File: config.mk
export PLATFORM = sky130hd
export DESIGN_NAME = frame_builder
export DESIGN_NICKNAME = d
export VERILOG_FILES = /design/src/capture_pkg.sv /design/src/frame_builder.sv
export SDC_FILE = /design/constraint.sdc
export NUM_CORES = 1
export LEC_CHECK = 0
export ABC_AREA = 1
export ABC_CLOCK_PERIOD_IN_PS = 3500
export CAP_MARGIN = 10
export CELL_PAD_IN_SITES_DETAIL_PLACEMENT = 1
export CELL_PAD_IN_SITES_GLOBAL_PLACEMENT = 2
export CORE_MARGIN = 2
export CORE_UTILIZATION = 38
export CTS_BUF_LIST = sky130_fd_sc_hd__clkbuf_4 sky130_fd_sc_hd__clkbuf_8
export CTS_CLUSTER_DIAMETER = 100
export DETAILED_ROUTE_END_ITERATION = 8
export DONT_BUFFER_PORTS = 1
export GPL_TIMING_DRIVEN = 1
export PLACE_DENSITY = 0.81
export SLEW_MARGIN = 10
export SYNTH_ARGS = -nofsm -noshare
export SYNTH_HDL_FRONTEND = slang
export SYNTH_SLANG_ARGS = --single-unit
File: constraint.sdc
create_clock -name clk_245_76MHz -period 3.5 [get_ports clk_245_76MHz]
set_clock_uncertainty 0.05 [all_clocks]
set_input_delay 0.7 -clock clk_245_76MHz [delete_from_list [all_inputs] [get_ports clk_245_76MHz]]
set_output_delay 0.7 -clock clk_245_76MHz [all_outputs]
set_load 0.005 [all_outputs]
File: src/capture_pkg.sv
/* capture package: sample, word and counter widths, chirp and waveform latencies,
   route selects and the packed structs shared by the gate, framer and FIFO */
package capture_pkg;

  //////////////////////////////////////////////////////////////
  // widths
  //////////////////////////////////////////////////////////////

  // one I or Q sample from the converters
  localparam int SAMPLE_W = 16;
  // one payload half, a packed I/Q pair or a counter
  localparam int HALF_W   = 32;
  // one captured word
  localparam int WORD_W   = 64;
  // latency down-counter
  localparam int LAT_W    = 8;

  //////////////////////////////////////////////////////////////
  // source latencies in clk_245_76MHz cycles
  //////////////////////////////////////////////////////////////

  // chirp source, same delay at both ends
  localparam logic [LAT_W-1:0] CHIRP_START_DELAY = LAT_W'(3);
  localparam logic [LAT_W-1:0] CHIRP_END_DELAY   = LAT_W'(3);
  // waveform source has a longer pipe in front of the DAC
  localparam logic [LAT_W-1:0] WFRM_START_DELAY  = LAT_W'(19);
  localparam logic [LAT_W-1:0] WFRM_END_DELAY    = LAT_W'(2);

  //////////////////////////////////////////////////////////////
  // types
  //////////////////////////////////////////////////////////////

  // i in the upper 16 bits, q in the lower
  typedef struct packed {
    logic [SAMPLE_W-1:0] i;
    logic [SAMPLE_W-1:0] q;
  } iq_sample_t;

  // per-half source select
  typedef enum logic [1:0] {
    ROUTE_ADC        = 2'b00,
    ROUTE_DAC        = 2'b01,
    ROUTE_SAMPLE_CNT = 2'b10,
    ROUTE_GLOBAL_CNT = 2'b11
  } route_sel_e;

  typedef struct packed {
    route_sel_e upper;
    route_sel_e lower;
  } route_ctrl_t;

  // word plus frame markers, first on the header and last on the trailer
  typedef struct packed {
    logic [WORD_W-1:0] data;
    logic              first;
    logic              last;
  } capture_word_t;

  // gate to framer
  typedef struct packed {
    logic capture_on;
    logic start_frame;
    logic stop_frame;
  } gate_ctrl_t;

endpackage

File: src/frame_builder.sv
/* frame builder: global, sample and in-frame counters, half routing,
   header and trailer words, alignment padding and the write strobe */
`timescale 1ns/1ps

module frame_builder #(
  // power of two, 2 or more
  parameter int ALIGN_WORDS = 64
) (
  input  logic                       clk_245_76MHz,
  input  logic                       cpu_reset,
  input  capture_pkg::gate_ctrl_t    gate_i,
  input  capture_pkg::route_ctrl_t   route_ctrl_i,
  input  capture_pkg::iq_sample_t    adc_sample_i,
  input  capture_pkg::iq_sample_t    dac_sample_i,
  input  logic                       sample_valid_i,
  output capture_pkg::capture_word_t word_o,
  output logic                       word_wr_o,
  output logic                       padding_o
);

  localparam int FC_W  = $clog2(ALIGN_WORDS);
  localparam int PAD_W = FC_W + 1;

  capture_pkg::route_ctrl_t           route_q;
  logic [capture_pkg::HALF_W-1:0]     glbl_cnt;
  logic [capture_pkg::HALF_W-1:0]     sample_cnt;
  logic [FC_W-1:0]                    frame_cnt;
  logic [FC_W-1:0]                    frame_base;
  logic [FC_W-1:0]                    frame_next;
  logic [PAD_W-1:0]                   pad_cnt;
  logic [PAD_W-1:0]                   pad_load;
  logic                               hdr_pend;
  logic                               in_frame;
  logic                               hdr_now;
  logic                               frame_open;
  logic                               wr_en;
  logic                               is_hdr;
  logic                               is_trl;
  logic [capture_pkg::HALF_W-1:0]     upper_half;
  logic [capture_pkg::HALF_W-1:0]     lower_half;

  // one half of a payload word by its select
  function automatic logic [capture_pkg::HALF_W-1:0] route_half(
    input capture_pkg::route_sel_e       sel,
    input capture_pkg::iq_sample_t       adc,
    input capture_pkg::iq_sample_t       dac,
    input logic [capture_pkg::HALF_W-1:0] scnt,
    input logic [capture_pkg::HALF_W-1:0] gcnt
  );
    logic [capture_pkg::HALF_W-1:0] half;
    case (sel)
      capture_pkg::ROUTE_ADC:        half = adc;
      capture_pkg::ROUTE_DAC:        half = dac;
      capture_pkg::ROUTE_SAMPLE_CNT: half = scnt;
      default:                       half = gcnt;
    endcase
    return half;
  endfunction

  //////////////////////////////////////////////////////////////
  // write decode
  //////////////////////////////////////////////////////////////

  // frame opens with start_frame and closes after the trailer
  assign frame_open = gate_i.start_frame | in_frame;
  assign hdr_now    = gate_i.start_frame | hdr_pend;
  assign wr_en      = gate_i.capture_on & sample_valid_i & frame_open;
  assign is_hdr     = wr_en & hdr_now;
  // last pad slot is the trailer
  assign is_trl     = wr_en & (pad_cnt == PAD_W'(1));

  // words in frame after this cycle, mod ALIGN_WORDS
  assign frame_base = gate_i.start_frame ? '0 : frame_cnt;
  assign frame_next = frame_base + FC_W'(wr_en);
  // remaining words incl. trailer, a full block when already aligned
  assign pad_load   = PAD_W'(ALIGN_WORDS) - {1'b0, frame_next};
  assign padding_o  = (pad_cnt != '0);

  assign upper_half = route_half(route_q.upper, adc_sample_i, dac_sample_i,
                                 sample_cnt, glbl_cnt);
  assign lower_half = route_half(route_q.lower, adc_sample_i, dac_sample_i,
                                 sample_cnt, glbl_cnt);

  always_ff @(posedge clk_245_76MHz) begin
    if (cpu_reset) begin
      route_q    <= '{upper: capture_pkg::ROUTE_ADC, lower: capture_pkg::ROUTE_ADC};
      glbl_cnt   <= '0;
      sample_cnt <= '0;
      frame_cnt  <= '0;
      hdr_pend   <= 1'b0;
      in_frame   <= 1'b0;
      word_wr_o  <= 1'b0;
    end else begin
      route_q    <= route_ctrl_i;
      glbl_cnt   <= glbl_cnt + 1'b1;
      // written words, header and trailer included
      if (wr_en) begin
        sample_cnt <= sample_cnt + 1'b1;
      end
      frame_cnt  <= frame_next;
      hdr_pend   <= hdr_now & ~wr_en;
      in_frame   <= frame_open & ~is_trl;
      word_wr_o  <= wr_en;
    end
  end

  //////////////////////////////////////////////////////////////
  // alignment padding
  //////////////////////////////////////////////////////////////

  // counts written words down to the trailer
  always_ff @(posedge clk_245_76MHz) begin
    if (cpu_reset) begin
      pad_cnt <= '0;
    end else if (gate_i.stop_frame) begin
      pad_cnt <= pad_load;
    end else if (wr_en && padding_o) begin
      pad_cnt <= pad_cnt - 1'b1;
    end
  end

  // header and trailer carry {global count, sample count}
  always_ff @(posedge clk_245_76MHz) begin
    if (wr_en) begin
      word_o.first <= is_hdr;
      word_o.last  <= is_trl;
      if (is_hdr || is_trl) begin
        word_o.data <= {glbl_cnt, sample_cnt};
      end else begin
        word_o.data <= {upper_half, lower_half};
      end
    end
  end

endmodule

==> results of run 1 <==
-- cell type report --
type / instances / area, um2
fillers: 2744 / 12800
multi-input cells: 782 / 3990
flip-flops and latches: 150 / 3660
inverters: 169 / 642
well taps: 280 / 350
clock buffers: 17 / 234
clock inverters: 15 / 168
repair buffers: 12 / 90.1
-- synth_stat cells (14+ instances only) --
master and number:
edfxtp_1 66, inv_1 162, a21oi_2 15, nand2_1 233, clkbuf_1 19, nand3_1 41
nor3_1 24, nor2_1 134, o22ai_1 63, dfxtp_1 84, o221ai_1 14, o21ai_0 61
a21oi_1 87
-- stage by stage --
step | utilization, % | cell area, um2 | setup WS [ns] | std cells | hold slack (ns)
finish | 41.7 | 9140 | 1.19 | 1425 | 0.249
floorplan | - | 8520 | 0.637 | 1143 | 0.390
CTS | 41.7 | 9140 | 1.16 | 1425 | 0.219
global route | 41.7 | 9140 | 1.06 | 1425 | 0.218
detailed placement | 39.9 | 8740 | 0.899 | 1393 | 0.445
global placement | 39.9 | 8740 | 0.990 | 1393 | 0.410
-- sequential cells by signal (all words and copies together), names as in the netlist --
name,count
word_o,66
glbl_cnt,32
sample_cnt,32
pad_cnt,7
frame_cnt,6
route_q,4
hdr_pend,1
in_frame,1
word_wr_o,1
-- worst register-to-register path: stages (launching register included) --
cell and delay, ns:
dfxtp_1 0.52, inv_1 0.27, nand2_2 0.57, nor2_1 0.09, a221oi_1 0.24, o22ai_1 0.21
-- layer usage --
metal | part of all wire [%] | global-route usage (%)
met2 | 46 | 43.7
met1 | 43 | 34.7
met4 | 4.3 | 12.8
met3 | 6.7 | 6.45
met5 | 0 | 0
-- worst paths after layout --
| kind | depth (start not counted) | from | endpoint |
|---|---|---|---|
| setup / recovery | 5 | pad_cnt[0] | padding_o |
| hold / removal | 1 | cpu_reset | frame_cnt[4] |
| setup reg to reg | 5 | route_q[1] | word_o[19] |
| hold reg to reg | 1 | glbl_cnt[0] | glbl_cnt[0] |
-- power by group through the flow --
stage                     clock (mW)  sequential, mW  combinational, mW
final                           1.42            1.94              0.419
after CTS                       1.45            1.95              0.420
after detailed placement           0            1.99              0.417
after global routing            1.52            1.95              0.462
after global placement             0            1.99              0.414
after floorplan                    0            1.97              0.314
-- cell families after synthesis --
| family | Yosys count | share of synthesized area [%] |
|---|---|---|
| fa+ha+maj | 7 | 1.03 |
| flops | 150 | 43.0 |
| xor+xnor | 14 | 1.44 |
| simple gates | 491 | 25.6 |
| buf+inv | 211 | 10.2 |
| compound gates | 270 | 18.7 |
==> reports/metrics.csv, run 1 <==
metric,value,unit
post-route ant nets,0,
largest net degree at the start of global routing,57,
crit end category,output pin,
Die X,154,um
number of remaining DRC errors,0,
wire per inst,22.3,um
Sink Count,150,
Core Box Area,21900,um2
Critical-path top delay cell,dfxtp_1,
Maximum Capacitance Violations,0,
Die Y,154,um
asr flop ratio synth,0,%
Synth area leaders,"edfxtp_1 (23%), dfxtp_1 (20%), nand2_1 (10%)",
Port Buf Inserts,0,
first-pass GRT wire length,49.0,mm
CP Cell Sequence,"inv_1, ha_1, inv_1, nor3_2, nand2_1",
worst-margin pin slew,0.959,ns
via count,8013,
gpl congestion,0.886,
Crit path largest cell delay,0.34,ns
Tmin final,2.31,ns
Starting Density,38.9,%
Final TNS setup,0,ns
Power Dens Cells,415,nW/um2
CP max FO,3,
Max Slew Vio Count,0,
nets@finish,1213,
number of global-route vias before repair,8279,
register area share after synthesis,43.0,%
share of the synthesized area in the top cell type,23.3,%
"wirelength, routed",31.8,mm
Rows,54,
Post-CTS Setup Inserts,0,
Worst-path clk slew,0.10,ns
syn nets,1224,
Worst Path Required,2.75,ns
n_diodes,0,
Static Leak,3.22,nW
"commonest non-fill, non-tap cell in the layout",nand2_1,
flop-to-flop setup slack,1.23,ns
starting DRC count in detailed routing,428,
worst min-delay path class,primary input to flip-flop,
relative slew slack,35.6,%
Root Driver,clkbuf_8,
vias per std cell,5.62,
TritonCTS Buffers,17,
status,finished clean,
Seq pwr share,51.3,%
CP bufs+invs,2,
RSZ-0062 raised after global routing,false,
clk_lat worst skew,0.47,ns
synth warn,0,
Detail Placement HPWL,24.5,mm
Synth cell types,49,
leading area contributor after synthesis,edfxtp_1,
total grt overflow,0,
mapped cell area,8520,um2
Mean Syn Cell Area,7.46,um2
I/O pin cnt,142,
initial antenna violation count,0,
Area growth syn-to-layout,7.22,%
post-synthesis cell count,1143,
most frequent cells in the layout,"nand2_1 (233), inv_1 (162), nor2_1 (132), a21oi_1 (87), dfxtp_1 (84)",
"delay-heaviest family, CP",simple AND/OR/NAND/NOR gates,
Worst path most repeated cell,inv_1,
combinational share of power,11.1,%
layout cells sized above 1,9.26,%
number of synthesized flops with an enable pin,66,
VDD IR-drop max,0.205,mV
cell-internal power,2.68,mW
H-tree Lvls,4,
Yosys reg bits,150,
Worst EP arrival,1.56,ns
die area,23600,um2
P_sw,1.10,mW
hold_buf cts,0,
final setup violation count,0,
sw frac,29.1,%
Tcrit/Tclk final,66.1,%
Setup CP Type,flip-flop to output pin,
Fin. Hold Viols,0,
cts repair resizes,0,
drt pass-1 iters,5,
clock power share,37.6,%
CTS tree,built,
clock buffer depth,2,
Peak Freq,432,MHz
"Power, Total",3.79,mW
gr usage total,27.2,%
Post-synth top flop,dfxtp_1,
Critical Path Start Type,flip-flop,
No activity file was read; power rests on OpenSTA's default activity.
==> run 2: changes to the inputs <==
Settings changed: ABC_AREA 1 to 0, ABC_CLOCK_PERIOD_IN_PS 3500 to 2200, CORE_UTILIZATION 38 to 40, PLACE_DENSITY 0.81 to 0.79.
Clock period 3.5 ns to 2.2 ns, I/O delays scaled along.
==> reports/metrics.csv, run 2 <==
metric,value,unit,change
Mean Syn Cell Area,9.33,um2,was 7.46 um2
Critical-path top delay cell,and4_1,,was dfxtp_1
largest net degree at the start of global routing,77,,was 57
Port Buf Inserts,0,,unchanged
die area,20500,um2,"was 23,600 um2"
Yosys reg bits,150,,unchanged
Area growth syn-to-layout,11.8,%,was 7.22%
final setup violation count,0,,unchanged
I/O pin cnt,142,,unchanged
Finished Core Util,46.0,%,was 41.7%
Crit path largest cell delay,0.70,ns,was 0.34 ns
gpl congestion,0.823,,was 0.886
leading area contributor after synthesis,edfxtp_1,,unchanged
number of global-route vias before repair,6585,,"was 8,279"
Power Dens Cells,673,nW/um2,was 415 nW/um2
Die Y,143,um,was 154 um
"wirelength, routed",22.6,mm,was 31.8 mm
Maximum Capacitance Violations,0,,unchanged
drt pass-1 iters,4,,was 5
relative slew slack,50.0,%,was 35.6%
Max Slew Vio Count,0,,unchanged
CP max FO,13,,was 3
post-synthesis cell count,830,,"was 1,143"
Starting Density,41.1,%,was 38.9%
Post-CTS Setup Inserts,0,,unchanged
"delay-heaviest family, CP",simple AND/OR/NAND/NOR gates,,unchanged
flop-to-flop setup slack,0.08,ns,was 1.23 ns
initial antenna violation count,1,,was 0
CP bufs+invs,0,,was 2
Core Box Area,18800,um2,"was 21,900 um2"
RR Endpoint,sample_cnt[26],,was word_o[19]
post-route ant nets,0,,unchanged
worst hold slack,0.0296,ns,was 0.249 ns
mapped cell area,7740,um2,was 8520 um2
Sink Count,150,,unchanged
Post-synth top flop,dfxtp_1,,unchanged
register area share after synthesis,47.3,%,was 43.0%
Die X,143,um,was 154 um
worst-margin pin slew,0.750,ns,was 0.959 ns
layout cells sized above 1,14.6,%,was 9.26%
most frequent cells in the layout,"nor2_1 (176), a21oi_1 (103), dfxtp_1 (81), edfxtp_1 (66), xor2_1 (51)",,"was nand2_1 (233), inv_1 (162), nor2_1 (132), a21oi_1 (87), dfxtp_1 (84)"
clock buffer depth,2,,unchanged
starting DRC count in detailed routing,257,,was 428
"Power, Total",5.82,mW,was 3.79 mW
Synth cell types,46,,was 49
Hold Path End,pad_cnt[5],,was frame_cnt[4]
synth warn,0,,unchanged
max reg flops,66,,unchanged
number of synthesized flops with an enable pin,66,,unchanged
nets@finish,911,,"was 1,213"
Tcrit/Tclk final,96.3,%,
most flop-heavy register,word_o,,unchanged
Worst Path Required,2.49,ns,was 2.75 ns
total grt overflow,0,,unchanged
vias per std cell,5.57,,was 5.62
Worst EP arrival,2.41,ns,was 1.56 ns
worst reg2reg path depth,5,,unchanged
asr flop ratio synth,0,%,unchanged
# fillers,2135,,"was 2,744"
Final TNS setup,0,ns,unchanged
"count leader, synth",nor2_1,,was nand2_1
Critical Path Start Type,flip-flop,,unchanged
Worst-path clk slew,0.08,ns,was 0.10 ns
TritonCTS Buffers,17,,unchanged
gr usage total,22.8,%,was 27.2%
syn nets,911,,"was 1,224"
Detail Placement HPWL,15.5,mm,was 24.5 mm
crit end category,flip-flop,,was output pin
Setup CP Type,flip-flop to flip-flop,,was flip-flop to output pin
CP Cell Sequence,"ha_1, and4_1, nand4_1, xor2_1, nor2_1",,"was inv_1, ha_1, inv_1, nor3_2, nand2_1"
status,finished clean,,unchanged
startpoint of the worst hold path,gate_i[0],,was cpu_reset
RSZ-0062 raised after global routing,true,,was false
first-pass GRT wire length,35.9,mm,was 49.0 mm
reg2reg start,sample_cnt[0],,was route_q[1]
CTS tree,built,,unchanged
hold path cells,1,,unchanged
Rows,50,,was 54
Synth area leaders,"edfxtp_1 (26%), dfxtp_1 (22%), nor2_1 (8.5%)",,"was edfxtp_1 (23%), dfxtp_1 (20%), nand2_1 (10%)"
clk_lat worst skew,0.46,ns,was 0.47 ns
"commonest non-fill, non-tap cell in the layout",nor2_1,,was nand2_1
Fin. Hold Viols,0,,unchanged
Top Registers,"word_o x66, glbl_cnt x32, sample_cnt x32",,unchanged
Tmin final,2.12,ns,
share of the synthesized area in the top cell type,25.6,%,was 23.3%
Root Driver,clkbuf_8,,unchanged
H-tree Lvls,4,,unchanged
number of remaining DRC errors,0,,unchanged
top post-synthesis cells by count,"nor2_1 (176), a21oi_1 (104), dfxtp_1 (84)",,"was nand2_1 (233), inv_1 (162), nor2_1 (134)"
Static Leak,3.15,nW,was 3.22 nW
wire per inst,20.5,um,was 22.3 um
via count,6154,,"was 8,013"
Peak Freq,472,MHz,
VDD IR-drop max,0.384,mV,was 0.205 mV
worst min-delay path class,primary input to flip-flop,,unchanged
[run 2: cell types whose count changed in the layout (fill, tap and decap cells not counted), sizes merged, moves of 14 or more]
cell	change
buf	+21
o22ai	-31
inv	-164
nor2b	+14
nor2	+24
nor3	-19
mux2i	+35
mux2	+34
o221ai	-14
nand3	-17
xor2	+38
nand2	-211
nand4	+15
o21ai	-70
[run 2: timing repair]
item | CTS | global route
setup endpoints to repair | 1 | 15
hold buffers | 4 | 0
endpoints found under the hold margin | 76 | 0
resized for setup | 1 | 6
[run 2: layout make-up]
cell class / count / area (um2) / area share, %
tap: 260 / 325 / 3.76
multi-input combinational: 614 / 3860 / 44.7
timing repair buffer: 36 / 364 / 4.21
antenna: 1 / 2.50 / 0.0289
sequential: 150 / 3670 / 42.4
clock buffer: 22 / 284 / 3.28
clock inverter: 10 / 78.8 / 0.911
inverter: 11 / 67.6 / 0.781
[run 2: worst max-delay path by stage]
| stage | to | from | slack [ns] | cells after the start |
|---|---|---|---|---|
| 2_1_floorplan | pad_cnt[6] | gate_i[1] | -0.24 | 9 |
| 3_3_place_gp | pad_cnt[6] | gate_i[1] | 0.04 | 9 |
| 3_5_place_dp | pad_cnt[6] | gate_i[1] | -0.04 | 9 |
| 4_1_cts | pad_cnt[6] | in_frame | 0.03 | 9 |
| 5_1_grt | pad_cnt[6] | in_frame | -0.003 | 9 |
| 6_report | sample_cnt[26] | sample_cnt[0] | 0.08 | 5 |
[run 2: stage by stage]
step	instance area, um2	std cells	setup slack, ns
final	8650	1104	0.0807
after global routing	8650	1104	-0.00285
after CTS	8620	1103	0.0344
after detailed placement	8200	1067	-0.0362
after global placement	8200	1067	0.0393
after floorplan	7830	830	-0.240
[run 2: cells by family after synthesis]
kind of cell             Yosys count  share of synthesized area (%)
AO/OA/AOI/OAI                    154                           11.6
XOR/XNOR                          65                           7.35
adder cells (fa/ha/maj)            7                           1.13
buffers and inverters             66                           3.94
flip-flops                       150                           47.3
multiplexers                      69                           9.47
AND/OR/NAND/NOR                  319                           19.2
[run 2: layer usage]
layer,global-route usage [%],share of wire (%),vias up
met5,0,0,-
met4,8.55,2.4,0
met2,39.3,50,144
met3,4.86,4.8,33
met1,28.0,43,3043
li1,-,-,2934
[run 2: where the power goes]
group          switching [mW]  internal [mW]  total, mW
sequential             0.0664           3.03       3.10
clock                    1.05          0.977       2.02
combinational           0.402          0.295      0.698
total                    1.52           4.30       5.82
