[src/capture_pkg.sv]
/* capture package: sample, word and counter widths, chirp and waveform latencies,
   route selects and the packed structs shared by the gate, framer and FIFO */
package capture_pkg;

  //////////////////////////////////////////////////////////////
  // widths
  //////////////////////////////////////////////////////////////

  // one I or Q sample from the converters
  localparam int SAMPLE_W = 16;
  // one payload half, a packed I/Q pair or a counter
  localparam int HALF_W   = 32;
  // one captured word
  localparam int WORD_W   = 64;
  // latency down-counter
  localparam int LAT_W    = 8;

  //////////////////////////////////////////////////////////////
  // source latencies in clk_245_76MHz cycles
  //////////////////////////////////////////////////////////////

  // chirp source, same delay at both ends
  localparam logic [LAT_W-1:0] CHIRP_START_DELAY = LAT_W'(3);
  localparam logic [LAT_W-1:0] CHIRP_END_DELAY   = LAT_W'(3);
  // waveform source has a longer pipe in front of the DAC
  localparam logic [LAT_W-1:0] WFRM_START_DELAY  = LAT_W'(19);
  localparam logic [LAT_W-1:0] WFRM_END_DELAY    = LAT_W'(2);

  //////////////////////////////////////////////////////////////
  // types
  //////////////////////////////////////////////////////////////

  // i in the upper 16 bits, q in the lower
  typedef struct packed {
    logic [SAMPLE_W-1:0] i;
    logic [SAMPLE_W-1:0] q;
  } iq_sample_t;

  // per-half source select
  typedef enum logic [1:0] {
    ROUTE_ADC        = 2'b00,
    ROUTE_DAC        = 2'b01,
    ROUTE_SAMPLE_CNT = 2'b10,
    ROUTE_GLOBAL_CNT = 2'b11
  } route_sel_e;

  typedef struct packed {
    route_sel_e upper;
    route_sel_e lower;
  } route_ctrl_t;

  // word plus frame markers, first on the header and last on the trailer
  typedef struct packed {
    logic [WORD_W-1:0] data;
    logic              first;
    logic              last;
  } capture_word_t;

  // gate to framer
  typedef struct packed {
    logic capture_on;
    logic start_frame;
    logic stop_frame;
  } gate_ctrl_t;

endpackage

[src/capture_gate.sv]
/* capture gate: enable sync, source select latch, latency counter,
   capture enable with its start and stop pulses */
`timescale 1ns/1ps

module capture_gate (
  input  logic                    clk_245_76MHz,
  input  logic                    cpu_reset,
  input  logic                    chirp_init_i,
  input  logic                    adc_enable_i,
  input  logic                    wfrm_source_i,
  input  logic                    padding_i,
  output capture_pkg::gate_ctrl_t gate_o
);

  localparam logic [capture_pkg::LAT_W-1:0] LAT_ONE = 1;

  logic                          enable_r;
  logic                          capture_on;
  logic                          start_frame;
  logic                          wfrm_sel;
  logic [capture_pkg::LAT_W-1:0] lat_cnt;
  logic [capture_pkg::LAT_W-1:0] start_delay;
  logic [capture_pkg::LAT_W-1:0] end_delay;
  logic                          lat_zero;
  logic                          enable_fall;
  logic                          open_ok;

  // latencies for the latched source
  assign start_delay = wfrm_sel ? capture_pkg::WFRM_START_DELAY
                                : capture_pkg::CHIRP_START_DELAY;
  assign end_delay   = wfrm_sel ? capture_pkg::WFRM_END_DELAY
                                : capture_pkg::CHIRP_END_DELAY;

  assign lat_zero    = (lat_cnt == '0);
  // first low cycle of the raw enable after a high one
  assign enable_fall = enable_r & ~adc_enable_i;
  // capture_on may only move when idle and not padding
  assign open_ok     = lat_zero & ~padding_i;

  //////////////////////////////////////////////////////////////
  // enable sync and source select
  //////////////////////////////////////////////////////////////

  always_ff @(posedge clk_245_76MHz) begin
    if (cpu_reset) begin
      enable_r <= 1'b0;
    end else begin
      enable_r <= adc_enable_i;
    end
  end

  // source may only change between captures
  always_ff @(posedge clk_245_76MHz) begin
    if (cpu_reset) begin
      wfrm_sel <= 1'b0;
    end else if (!adc_enable_i) begin
      wfrm_sel <= wfrm_source_i;
    end
  end

  //////////////////////////////////////////////////////////////
  // latency counter
  //////////////////////////////////////////////////////////////

  // start has priority over the end load
  always_ff @(posedge clk_245_76MHz) begin
    if (cpu_reset) begin
      lat_cnt <= '0;
    end else if (chirp_init_i) begin
      lat_cnt <= start_delay;
    end else if (enable_fall) begin
      lat_cnt <= end_delay;
    end else if (!lat_zero) begin
      lat_cnt <= lat_cnt - 1'b1;
    end
  end

  // capture_on follows the synced enable once the counter has drained
  always_ff @(posedge clk_245_76MHz) begin
    if (cpu_reset) begin
      capture_on  <= 1'b0;
      start_frame <= 1'b0;
    end else begin
      // high in the first cycle with capture_on set
      start_frame <= open_ok & enable_r & ~capture_on;
      if (open_ok) begin
        capture_on <= enable_r;
      end
    end
  end

  always_comb begin
    gate_o.capture_on  = capture_on;
    gate_o.start_frame = start_frame;
    // one cycle ahead of the end countdown reaching zero
    gate_o.stop_frame  = (lat_cnt == LAT_ONE) & capture_on & ~enable_r;
  end

endmodule

[config.mk]
export PLATFORM = sky130hd
export DESIGN_NAME = capture_gate
export DESIGN_NICKNAME = d
export VERILOG_FILES = /design/src/capture_pkg.sv /design/src/capture_gate.sv
export SDC_FILE = /design/constraint.sdc
export NUM_CORES = 1
export LEC_CHECK = 0
export ABC_AREA = 1
export ABC_CLOCK_PERIOD_IN_PS = 1400
export BUFFER_PORTS_ARGS = -buffer_cell sky130_fd_sc_hd__buf_2
export CAP_MARGIN = 20
export CORE_MARGIN = 3
export CORE_UTILIZATION = 53
export CTS_CLUSTER_DIAMETER = 30
export DETAILED_ROUTE_END_ITERATION = 8
export GPL_ROUTABILITY_DRIVEN = 0
export HOLD_SLACK_MARGIN = 0.08
export PLACE_DENSITY = 0.75
export SLEW_MARGIN = 25
export SYNTH_ARGS = -nofsm -noshare
export SYNTH_HDL_FRONTEND = slang
export SYNTH_SLANG_ARGS = --single-unit
[constraint.sdc]
create_clock -name clk_245_76MHz -period 1.4 [get_ports clk_245_76MHz]
set_input_delay 0.14 -clock clk_245_76MHz [delete_from_list [all_inputs] [get_ports clk_245_76MHz]]
set_output_delay 0.14 -clock clk_245_76MHz [all_outputs]
set_load 0.005 [all_outputs]
==> summary.txt, run 1 <==
Outcome
  • Status: complete, no violations

STA
  • Final setup violating endpoints: 0
  • Endpoints failing hold: 0
  • Final setup skew: 4.116 ps
  • Unrepaired setup endpoints after global routing: no
  • Slew margin rel.: between 80% and 90%
  • F_max: roughly 770 MHz
  • Final Cycle Share: between 90% and 100%
  • Setup TNS: 0 ps
  • Least-Margin Pin Slew: a little over 200 ps
  • Final min period: 1303 ps
  • Max Slew Vio Count: 0
  • Worst hold slack: 98.06 ps

Final layout
  • P&R area growth vs syn: 11.59%
  • Ant diodes: 0
  • Layout cells sized above 1: around a quarter
  • Layout fillers: 110
  • Net count, final: approximately 120

Detailed routing
  • DR WL/cell: 10.45 um
  • Detailed router's first-iteration violation count: 8
  • Final antenna-violating net count: 0
  • Via density per instance: slightly above 5
  • Drt first pass iters: 4
  • Detailed-route wire length: 1.285 mm
  • Residual DRC count: 0
  • Vias: approximately 620

Logic synthesis
  • Most numerous cell in the Yosys netlist: nand2_1
  • Top cells by area, synth: dfxtp_1, nand2_1, nor2_1
  • Sequential share of the synthesized area: 34.78%
  • Post-Syn Area: 690.7 um2
  • Ys flop type: dfxtp_1
  • Leading area contributor after synthesis: dfxtp_1
  • Ys Warns: 0
  • Seq cells post-synth: 12
  • Syn avg cell area: approximately 7.0 um2
  • Mapped Nets: around 110
  • Syn Inst Count: between 90 and 100
  • Share of the synthesized area in the top cell type: a little over a third
  • Commonest cells post-synth: nand2_1, nor2_1, dfxtp_1
  • Post-synth EDFFs: 0
  • Distinct cells, synth: 20
  • Ys async rst share: 0%

Clocking
  • Clock buffer depth: 2
  • CTS tree: built
  • Reg clk slew, reported paths: 80 ps
  • PostCTS Resize Cnt: 0
  • Root Buffer: clkbuf_4
  • Clk sinks: 12
  • Total setup buffers inserted after CTS: 0
  • Worst-Skew Late Latency: 270 ps
  • Hold_buf cts: 0
  • H-tree Lvls: 1
  • Num CTS Buffers: 3

Global routing
  • Antenna violations before repair: 0
  • GR Util All Layers: 16.77%
  • First-pass GRT wire length: about 2.3 mm
  • Grt total ovfl: 0
  • Largest net degree at the start of global routing: 8
  • Vias in the first global route: 532

Floorplan
  • IO Count: 9
  • Die ar.: 0.001772 mm2
  • Initial Utilization: 58.97%
  • Die height: ~42 um
  • Die width: 42.10 um
  • Core footprint: between 0.001 and 0.0015 mm2
  • Core Rows: 12

Power
  • Maximum vdd drop: about 0.77 mV
  • Leakage: between 0.3 and 0.4 nW
  • Pwr Density: approximately 1200 mW/mm2

Placed design
  • HPWL Detailed: roughly 1.0 mm
  • # port buffers: 8

Worst setup path
  • Worst Setup SP: lat_cnt[1]
  • Critical path required time: ~1300 ps
  • Worst Setup Start Kind: register
  • Crit-path max cell delay: ~330 ps
  • Max FO, Critical Path: 3
  • Crit-path slowest cell: dfxtp_1
  • Reg2reg setup slack: about 140 ps
  • Kind of end point of the critical path: output pin
  • R2r endpoint: lat_cnt[2]
  • WS Path Type: reg -> out
  • Worst R2R Start: lat_cnt[0]
  • Reg2reg path depth: 7
  • CP arrival: approximately 1200 ps
  • Crit path cell chain: inv_1, ha_1, nand4_1, nor2_1, buf_2

Min path
  • Worst hold path type: in -> reg
  • Hold endpoint: capture_on
  • Beginning of the worst hold path: cpu_reset
  • Hold Path Cell Cnt: 2

Run
  • Max cap viols: 0
-- worst max path at each step --
stage / depth (start not counted) / slack, ps / to
CTS: 4 / 90 / gate_o[0]
global placement: 7 / 180 / lat_cnt[2]
global route: 4 / 7 / gate_o[0]
finish: 5 / 100 / gate_o[0]
floorplan: 7 / 230 / lat_cnt[2]
detailed placement: 7 / 130 / lat_cnt[2]
-- logic make-up after synthesis --
family | count (synthesis) | share of synthesized area [%]
and+or+nand+nor | 65 | 46.55
DFF | 12 | 34.78
buffers and inverters | 11 | 7.064
AOI/OAI and AO/OA | 8 | 6.159
adders and majority gates | 3 | 5.435
-- routing by layer --
metal,up-vias,part of all wire [%],global-route usage (%),routed length (um)
li1,331,-,-,-
met1,277,52,23.64,664
met2,11,43,24.07,553
met3,4,3.7,5.150,47
met4,0,1.6,5.590,20
met5,-,0,0,0
-- area by class of cell --
type / instances / area (um2) / share of cell area, %
Sequential cell: 12 / 241.5 / 31.33
Inverter: 9 / 33.78 / 4.383
Timing Repair Buffer: 8 / 40.04 / 5.195
Clock buffer: 4 / 36.28 / 4.708
Tap cell: 14 / 17.52 / 2.273
Multi-Input combinational cell: 76 / 401.6 / 52.11
-- metrics by stage --
stage / setup slack, ps / instance area, um2 / total power [mW] / instances / utilization, %
floorplan: 232.8 / 690.7 / 0.5968 / 99 / -
global placement: 181.4 / 733.2 / 0.6405 / 119 / 62.61
detailed placement: 126.2 / 733.2 / 0.6475 / 119 / 62.61
CTS: 88.46 / 769.5 / 0.9223 / 123 / 65.71
global route: 7.145 / 770.7 / 0.9891 / 123 / 65.81
finish: 96.70 / 770.7 / 0.9186 / 123 / 65.81
-- cell usage in the layout (no fill, tap or decap), drive strengths merged, types with 2 or more instances in the layout --
cell | synthesis | routed
nand2 | 35 | 35
nand3 | 2 | 2
ha | 3 | 3
dfxtp | 12 | 12
buf | 2 | 8
a21oi | 6 | 6
nand4 | 2 | 2
nor2 | 23 | 23
clkbuf | 0 | 4
nand3b | 2 | 2
inv | 9 | 9
-- critical path, delay by kind of cell (launching register included) --
family	cells	cell delay (ps)
fa+ha+maj	1	150
buf+inv	2	210
flops	1	330
simple gates	2	200
-- where the power goes --
group          switching, mW  internal, mW
registers             0.0272         0.367
clock network          0.117         0.158
logic                  0.156        0.0936
total                  0.300         0.619
-- state kept, by name (all words and copies together), names as in the netlist --
register / flops
enable_r: 1
start_frame: 1
lat_cnt: 8
wfrm_sel: 1
capture_on: 1
Note: power is estimated with default switching activity, not from simulation.
==> inputs of run 2 (changes only) <==
--- a/config.mk
+++ b/config.mk
@@ -16,6 +16,7 @@
 export GPL_ROUTABILITY_DRIVEN = 0
 export HOLD_SLACK_MARGIN = 0.08
 export PLACE_DENSITY = 0.75
+export RECOVER_POWER = 50
 export SLEW_MARGIN = 25
 export SYNTH_ARGS = -nofsm -noshare
 export SYNTH_HDL_FRONTEND = slang
==> summary.txt, run 2 (synthesized netlist as in run 1, its figures left out) <==
Run
  • Max cap viols: 0 (unchanged)

Floorplan
  • Die width: 42.10 um (unchanged)
  • Initial Utilization: 58.97% (unchanged)
  • Core Rows: 12 (unchanged)
  • Die ar.: 0.001772 mm2 (unchanged)
  • IO Count: 9 (unchanged)
  • Die height: 42.10 um (unchanged)
  • Core footprint: 0.001171 mm2 (unchanged)

Worst setup path
  • Crit-path max cell delay: 330 ps (about the same)
  • CP top delay family: flip-flops (unchanged)
  • Critical path required time: 1260 ps (about the same)
  • Crit-path slowest cell: dfxtp_1 (unchanged)
  • Worst Setup Start Kind: register (unchanged)
  • Crit path cell chain: inv_1, ha_1, nand4_1, nor2_1, buf_2 (unchanged)
  • Max FO, Critical Path: 3 (unchanged)
  • Reg2reg setup slack: 140 ps (about the same)
  • Kind of end point of the critical path: output pin (unchanged)
  • CP arrival: 1160 ps (about the same)
  • WS Path Type: reg -> out (unchanged)
  • Buffer and inverter count on the worst path: 2 (unchanged)

Min path
  • Worst hold path type: in -> reg (unchanged)

Placed design
  • HPWL Detailed: 1.018 mm (unchanged)
  • # port buffers: 8 (unchanged)
  • Pre-CTS setup slack: 126.2 ps (unchanged)

Global routing
  • GR Util All Layers: 16.77% (unchanged)
  • Largest net degree at the start of global routing: 8 (unchanged)
  • First-pass GRT wire length: 2.311 mm (unchanged)
  • Vias in the first global route: 532 (unchanged)
  • Grt total ovfl: 0 (unchanged)
  • Antenna violations before repair: 0 (unchanged)

Clocking
  • CTS tree: built (unchanged)
  • Num CTS Buffers: 3 (unchanged)
  • PostCTS Resize Cnt: 0 (unchanged)
  • Worst-Skew Late Latency: 270 ps (about the same)
  • Clk sinks: 12 (unchanged)
  • Root Buffer: clkbuf_4 (unchanged)
  • Hold_buf cts: 0 (unchanged)
  • Clock buffer depth: 2 (unchanged)
  • Total setup buffers inserted after CTS: 0 (unchanged)
  • H-tree Lvls: 1 (unchanged)
  • Reg clk slew, reported paths: 80 ps (about the same)

Detailed routing
  • Final antenna-violating net count: 0 (unchanged)
  • Vias: 623 (unchanged)
  • Via density per instance: 5.065 (unchanged)
  • Residual DRC count: 0 (unchanged)
  • Detailed router's first-iteration violation count: 8 (unchanged)
  • Detailed-route wire length: 1.287 mm (was 1.285 mm)
  • Drt first pass iters: 4 (unchanged)
  • DR WL/cell: 10.46 um (was 10.45 um)

STA
  • Endpoints failing hold: 0 (unchanged)
  • Slew margin rel.: 86.26% (unchanged)
  • Setup ws final: 96.70 ps (unchanged)
  • Worst hold slack: 98.06 ps (unchanged)
  • Final Cycle Share: 93.09% (unchanged)
  • Max Slew Vio Count: 0 (unchanged)
  • Least-Margin Pin Slew: 205.8 ps (unchanged)
  • Unrepaired setup endpoints after global routing: no (unchanged)
  • Final min period: 1303 ps (unchanged)
  • Final setup skew: 4.116 ps (unchanged)
  • Setup TNS: 0 ps (unchanged)
  • Final setup violating endpoints: 0 (unchanged)
  • F_max: 767.3 MHz (unchanged)

Final layout
  • Most common cell after layout, fill and taps aside: nand2_1 (unchanged)
  • Layout cells sized above 1: 22.94% (was 23.85%)
  • Largest Register: lat_cnt (unchanged)
  • P&R area growth vs syn: 11.41% (was 11.59%)
  • Ant diodes: 0 (unchanged)
  • Net count, final: 119 (unchanged)
  • Max reg flops: 8 (unchanged)
  • Most frequent cells in the layout: nand2_1, nor2_1, dfxtp_1 (unchanged)

Power
  • Pwr Density: 1193 mW/mm2 (was 1192 mW/mm2)
  • Maximum vdd drop: 0.7710 mV (about the same)
  • Leakage: 0.3807 nW (was 0.3834 nW)
  • Tot Pwr: 0.9182 mW (was 0.9186 mW)

Outcome
  • Status: complete, no violations (unchanged)
## run 2: path summary, 6_finish.rpt
check,from,end,cells past startpoint
max,lat_cnt[1],gate_o[0],5
min,cpu_reset,capture_on,2
max reg2reg,lat_cnt[0],lat_cnt[2],7
min reg2reg,enable_r,start_frame,2
## run 2: layer usage
metal	routed length (um)	up-vias	track usage (%)
li1	-	331	-
met1	665	277	23.64
met2	553	11	24.07
met3	48	4	5.150
met4	20	0	5.590
met5	0	-	0
## run 2: metrics by stage
| stage | utilization [%] | cells | area, um2 |
|---|---|---|---|
| 6_report | 65.71 | 123 | 769.5 |
| 5_1_grt | 65.71 | 123 | 769.5 |
| 4_1_cts | 65.71 | 123 | 769.5 |
| 3_5_place_dp | 62.61 | 119 | 733.2 |
| 3_3_place_gp | 62.61 | 119 | 733.2 |
| 2_1_floorplan | - | 99 | 690.7 |
## run 2: area by class of cell
cell class                 count  area, um2
clock buffer                   4      36.28
fill                         111      401.6
inverter                       9      33.78
multi-input combinational     76      401.6
sequential                    12      241.5
tap                           14      17.52
timing repair buffer           8      38.79
## run 2: power by group
part           leakage (nW)  internal [mW]  switching, mW
Sequential           0.0986          0.367         0.0272
Combinational         0.261         0.0932          0.156
Clock                0.0210          0.158          0.117
Total                 0.381          0.618          0.300
==> inputs of run 3 (changes only) <==
--- a/config.mk
+++ b/config.mk
@@ -9,8 +9,10 @@
 export ABC_CLOCK_PERIOD_IN_PS = 1400
 export BUFFER_PORTS_ARGS = -buffer_cell sky130_fd_sc_hd__buf_2
 export CAP_MARGIN = 20
+export CELL_PAD_IN_SITES_DETAIL_PLACEMENT = 0
+export CELL_PAD_IN_SITES_GLOBAL_PLACEMENT = 1
 export CORE_MARGIN = 3
-export CORE_UTILIZATION = 53
+export CORE_UTILIZATION = 38
 export CTS_CLUSTER_DIAMETER = 30
 export DETAILED_ROUTE_END_ITERATION = 8
 export GPL_ROUTABILITY_DRIVEN = 0
==> summary.txt, run 3 (synthesized netlist as in run 1, its figures left out) <==
Worst setup path
  • WS Path Type: reg -> out (unchanged)
  • Critical path required time: 1260 ps (about the same)
  • Crit-path slowest cell: dfxtp_1 (unchanged)
  • Most used cell, CP: nor2_1
  • Crit path cell chain: nor2_1, nand2_2, nor2_1, buf_2 (was inv_1, ha_1, nand4_1, nor2_1, buf_2)
  • Kind of end point of the critical path: output pin (unchanged)
  • Worst Setup Start Kind: register (unchanged)
  • CP top delay family: simple AND/OR/NAND/NOR gates (was flip-flops)
  • CP arrival: 1140 ps (was 1160 ps)
  • Crit-path max cell delay: 340 ps (was 330 ps)
  • Buffer and inverter count on the worst path: 1 (was 2)
  • Max FO, Critical Path: 4 (was 3)

Final layout
  • Layout fillers: 186 (was 111)
  • Post-Layout Inst Area: 782.0 um2 (was 769.5 um2)
  • Ant diodes: 0 (unchanged)
  • Max reg flops: 8 (unchanged)
  • Multi-input gate area: 406.6 um2 (was 401.6 um2)
  • Layout cells sized above 1: 21.10% (was 22.94%)
  • Largest Register: lat_cnt (unchanged)
  • Sequential cell area: 240.2 um2 (was 241.5 um2)
  • P&R area growth vs syn: 13.22% (was 11.41%)
  • Net count, final: 120 (was 119)
  • Most common cell after layout, fill and taps aside: nand2_1 (unchanged)
  • Most frequent cells in the layout: nand2_1, nor2_1, dfxtp_1 (unchanged)

Power
  • Maximum vdd drop: 0.6606 mV (was 0.7710 mV)
  • Leakage: 0.3800 nW (was 0.3807 nW)
  • Pwr Density: 1089 mW/mm2 (was 1193 mW/mm2)

Placed design
  • # port buffers: 8 (unchanged)
  • HPWL Detailed: 1.018 mm (about the same)
  • Dpl cell area: 745.7 um2 (was 733.2 um2)

Clocking
  • Worst-Skew Late Latency: 270 ps (about the same)
  • Root Buffer: clkbuf_4 (unchanged)
  • Clock buffer depth: 2 (unchanged)
  • CTS tree: built (unchanged)
  • Reg clk slew, reported paths: 70 ps (was 80 ps)
  • H-tree Lvls: 1 (unchanged)
  • Clk sinks: 12 (unchanged)
  • Num CTS Buffers: 3 (unchanged)

STA
  • F_max: 778.3 MHz (was 767.3 MHz)
  • Final setup skew: 6.018 ps (was 4.116 ps)
  • Unrepaired setup endpoints after global routing: no (unchanged)
  • Endpoints failing hold: 0 (unchanged)
  • Least-Margin Pin Slew: 198.3 ps (was 205.8 ps)
  • Final Cycle Share: 91.78% (was 93.09%)
  • Final setup violating endpoints: 0 (unchanged)
  • Max Slew Vio Count: 0 (unchanged)
  • Slew margin rel.: 86.76% (was 86.26%)
  • Setup TNS: 0 ps (unchanged)
  • Final min period: 1285 ps (was 1303 ps)

Detailed routing
  • Final antenna-violating net count: 0 (unchanged)
  • Met2 WL: 499 um (was 553 um)
  • Met3 routed WL: 56 um (was 48 um)
  • Drt first pass iters: 4 (unchanged)
  • Met1 wire length: 690 um (was 665 um)
  • DR WL/cell: 9.519 um (was 10.46 um)
  • Vias: 582 (was 623)
  • Detailed-route wire length: 1.266 mm (was 1.287 mm)
  • Via density per instance: 4.376 (was 5.065)
  • Detailed router's first-iteration violation count: 6 (was 8)
  • DR top layer: met4 (unchanged)
  • Residual DRC count: 0 (unchanged)

Global routing
  • Largest net degree at the start of global routing: 7 (was 8)
  • GR Util All Layers: 12.79% (was 16.77%)
  • Antenna violations before repair: 0 (unchanged)
  • Grt total ovfl: 0 (unchanged)
  • Vias in the first global route: 525 (was 532)
  • First-pass GRT wire length: 2.297 mm (was 2.311 mm)

Floorplan
  • Initial Utilization: 42.86% (was 58.97%)
  • Core Rows: 14 (was 12)
  • Core footprint: 0.001612 mm2 (was 0.001171 mm2)
  • Die height: 48.63 um (was 42.10 um)
  • Die width: 48.63 um (was 42.10 um)
  • IO Count: 9 (unchanged)
  • Die ar.: 0.002365 mm2 (was 0.001772 mm2)

Run
  • Max cap viols: 0 (unchanged)

Min path
  • Worst hold path type: in -> reg (unchanged)

Outcome
  • Status: complete, no violations (unchanged)
[run 3: cell count changes in the layout (fill, tap and decap cells not counted)]
cell / before / now
clkbuf_8: 1 / 0
dlygate4sd3_1: 0 / 1
nor2_2: 2 / 1
nor2_4: 2 / 3
dfxtp_2: 1 / 0
dfxtp_1: 11 / 12
[run 3: worst paths after layout]
| check | start | to | slack (ps) | depth (start not counted) |
|---|---|---|---|---|
| setup / recovery | lat_cnt[4] | gate_o[0] | 120 | 4 |
| hold reg to reg | capture_on | start_frame | 490 | 1 |
| hold / removal | wfrm_source_i | wfrm_sel | 130 | 3 |
| setup reg to reg | lat_cnt[0] | lat_cnt[2] | 140 | 7 |
[run 3: routing by layer]
metal / vias to the layer above / global-route usage (%)
li1: 333 / -
met1: 236 / 17.57
met2: 11 / 16.97
met3: 2 / 5.521
met4: 0 / 5.687
met5: - / 0
[run 3: worst reg2reg max path, cell delays in order (launching register included)]
cell and delay, ps:
dfxtp_1 350, inv_1 110, ha_1 220, nand2_4 90
nor2_8 150, nand2_4 80, a21oi_1 120, nor2_1 50
[run 3: metrics by stage]
stage	instances	hold slack (ps)	utilization [%]	setup slack (ps)	power (mW)
2_1_floorplan	99	209.1	-	232.8	0.5968
3_3_place_gp	129	377.2	46.27	150.3	0.6491
3_5_place_dp	129	373.0	46.27	140.7	0.6462
4_1_cts	133	120.4	48.29	85.99	0.8649
5_1_grt	133	148.5	48.52	11.58	0.9175
6_report	133	127.6	48.52	115.1	0.8517
[run 3: cell type report]
| class | instances | share of cell area (%) |
|---|---|---|
| clock buffers | 3 | 2.880 |
| inverters | 9 | 4.320 |
| flip-flops and latches | 12 | 30.72 |
| multi-input cells | 76 | 52.00 |
| well taps | 24 | 3.840 |
| repair buffers | 9 | 6.240 |
[run 3: what timing repair did]
| action | in CTS | in global routing |
|---|---|---|
| hold buffers | 1 | 0 |
| setup buffers | 0 | 0 |
| resized for setup | 0 | 2 |
| endpoints found under the hold margin | 3 | 0 |
| endpoints found under the setup margin | 0 | 1 |
[run 3: power breakdown]
part           total [mW]  internal, mW  switching [mW]
Sequential          0.394         0.366          0.0279
Combinational       0.248        0.0964           0.151
Clock               0.210        0.0995           0.110
Total               0.852         0.562           0.289
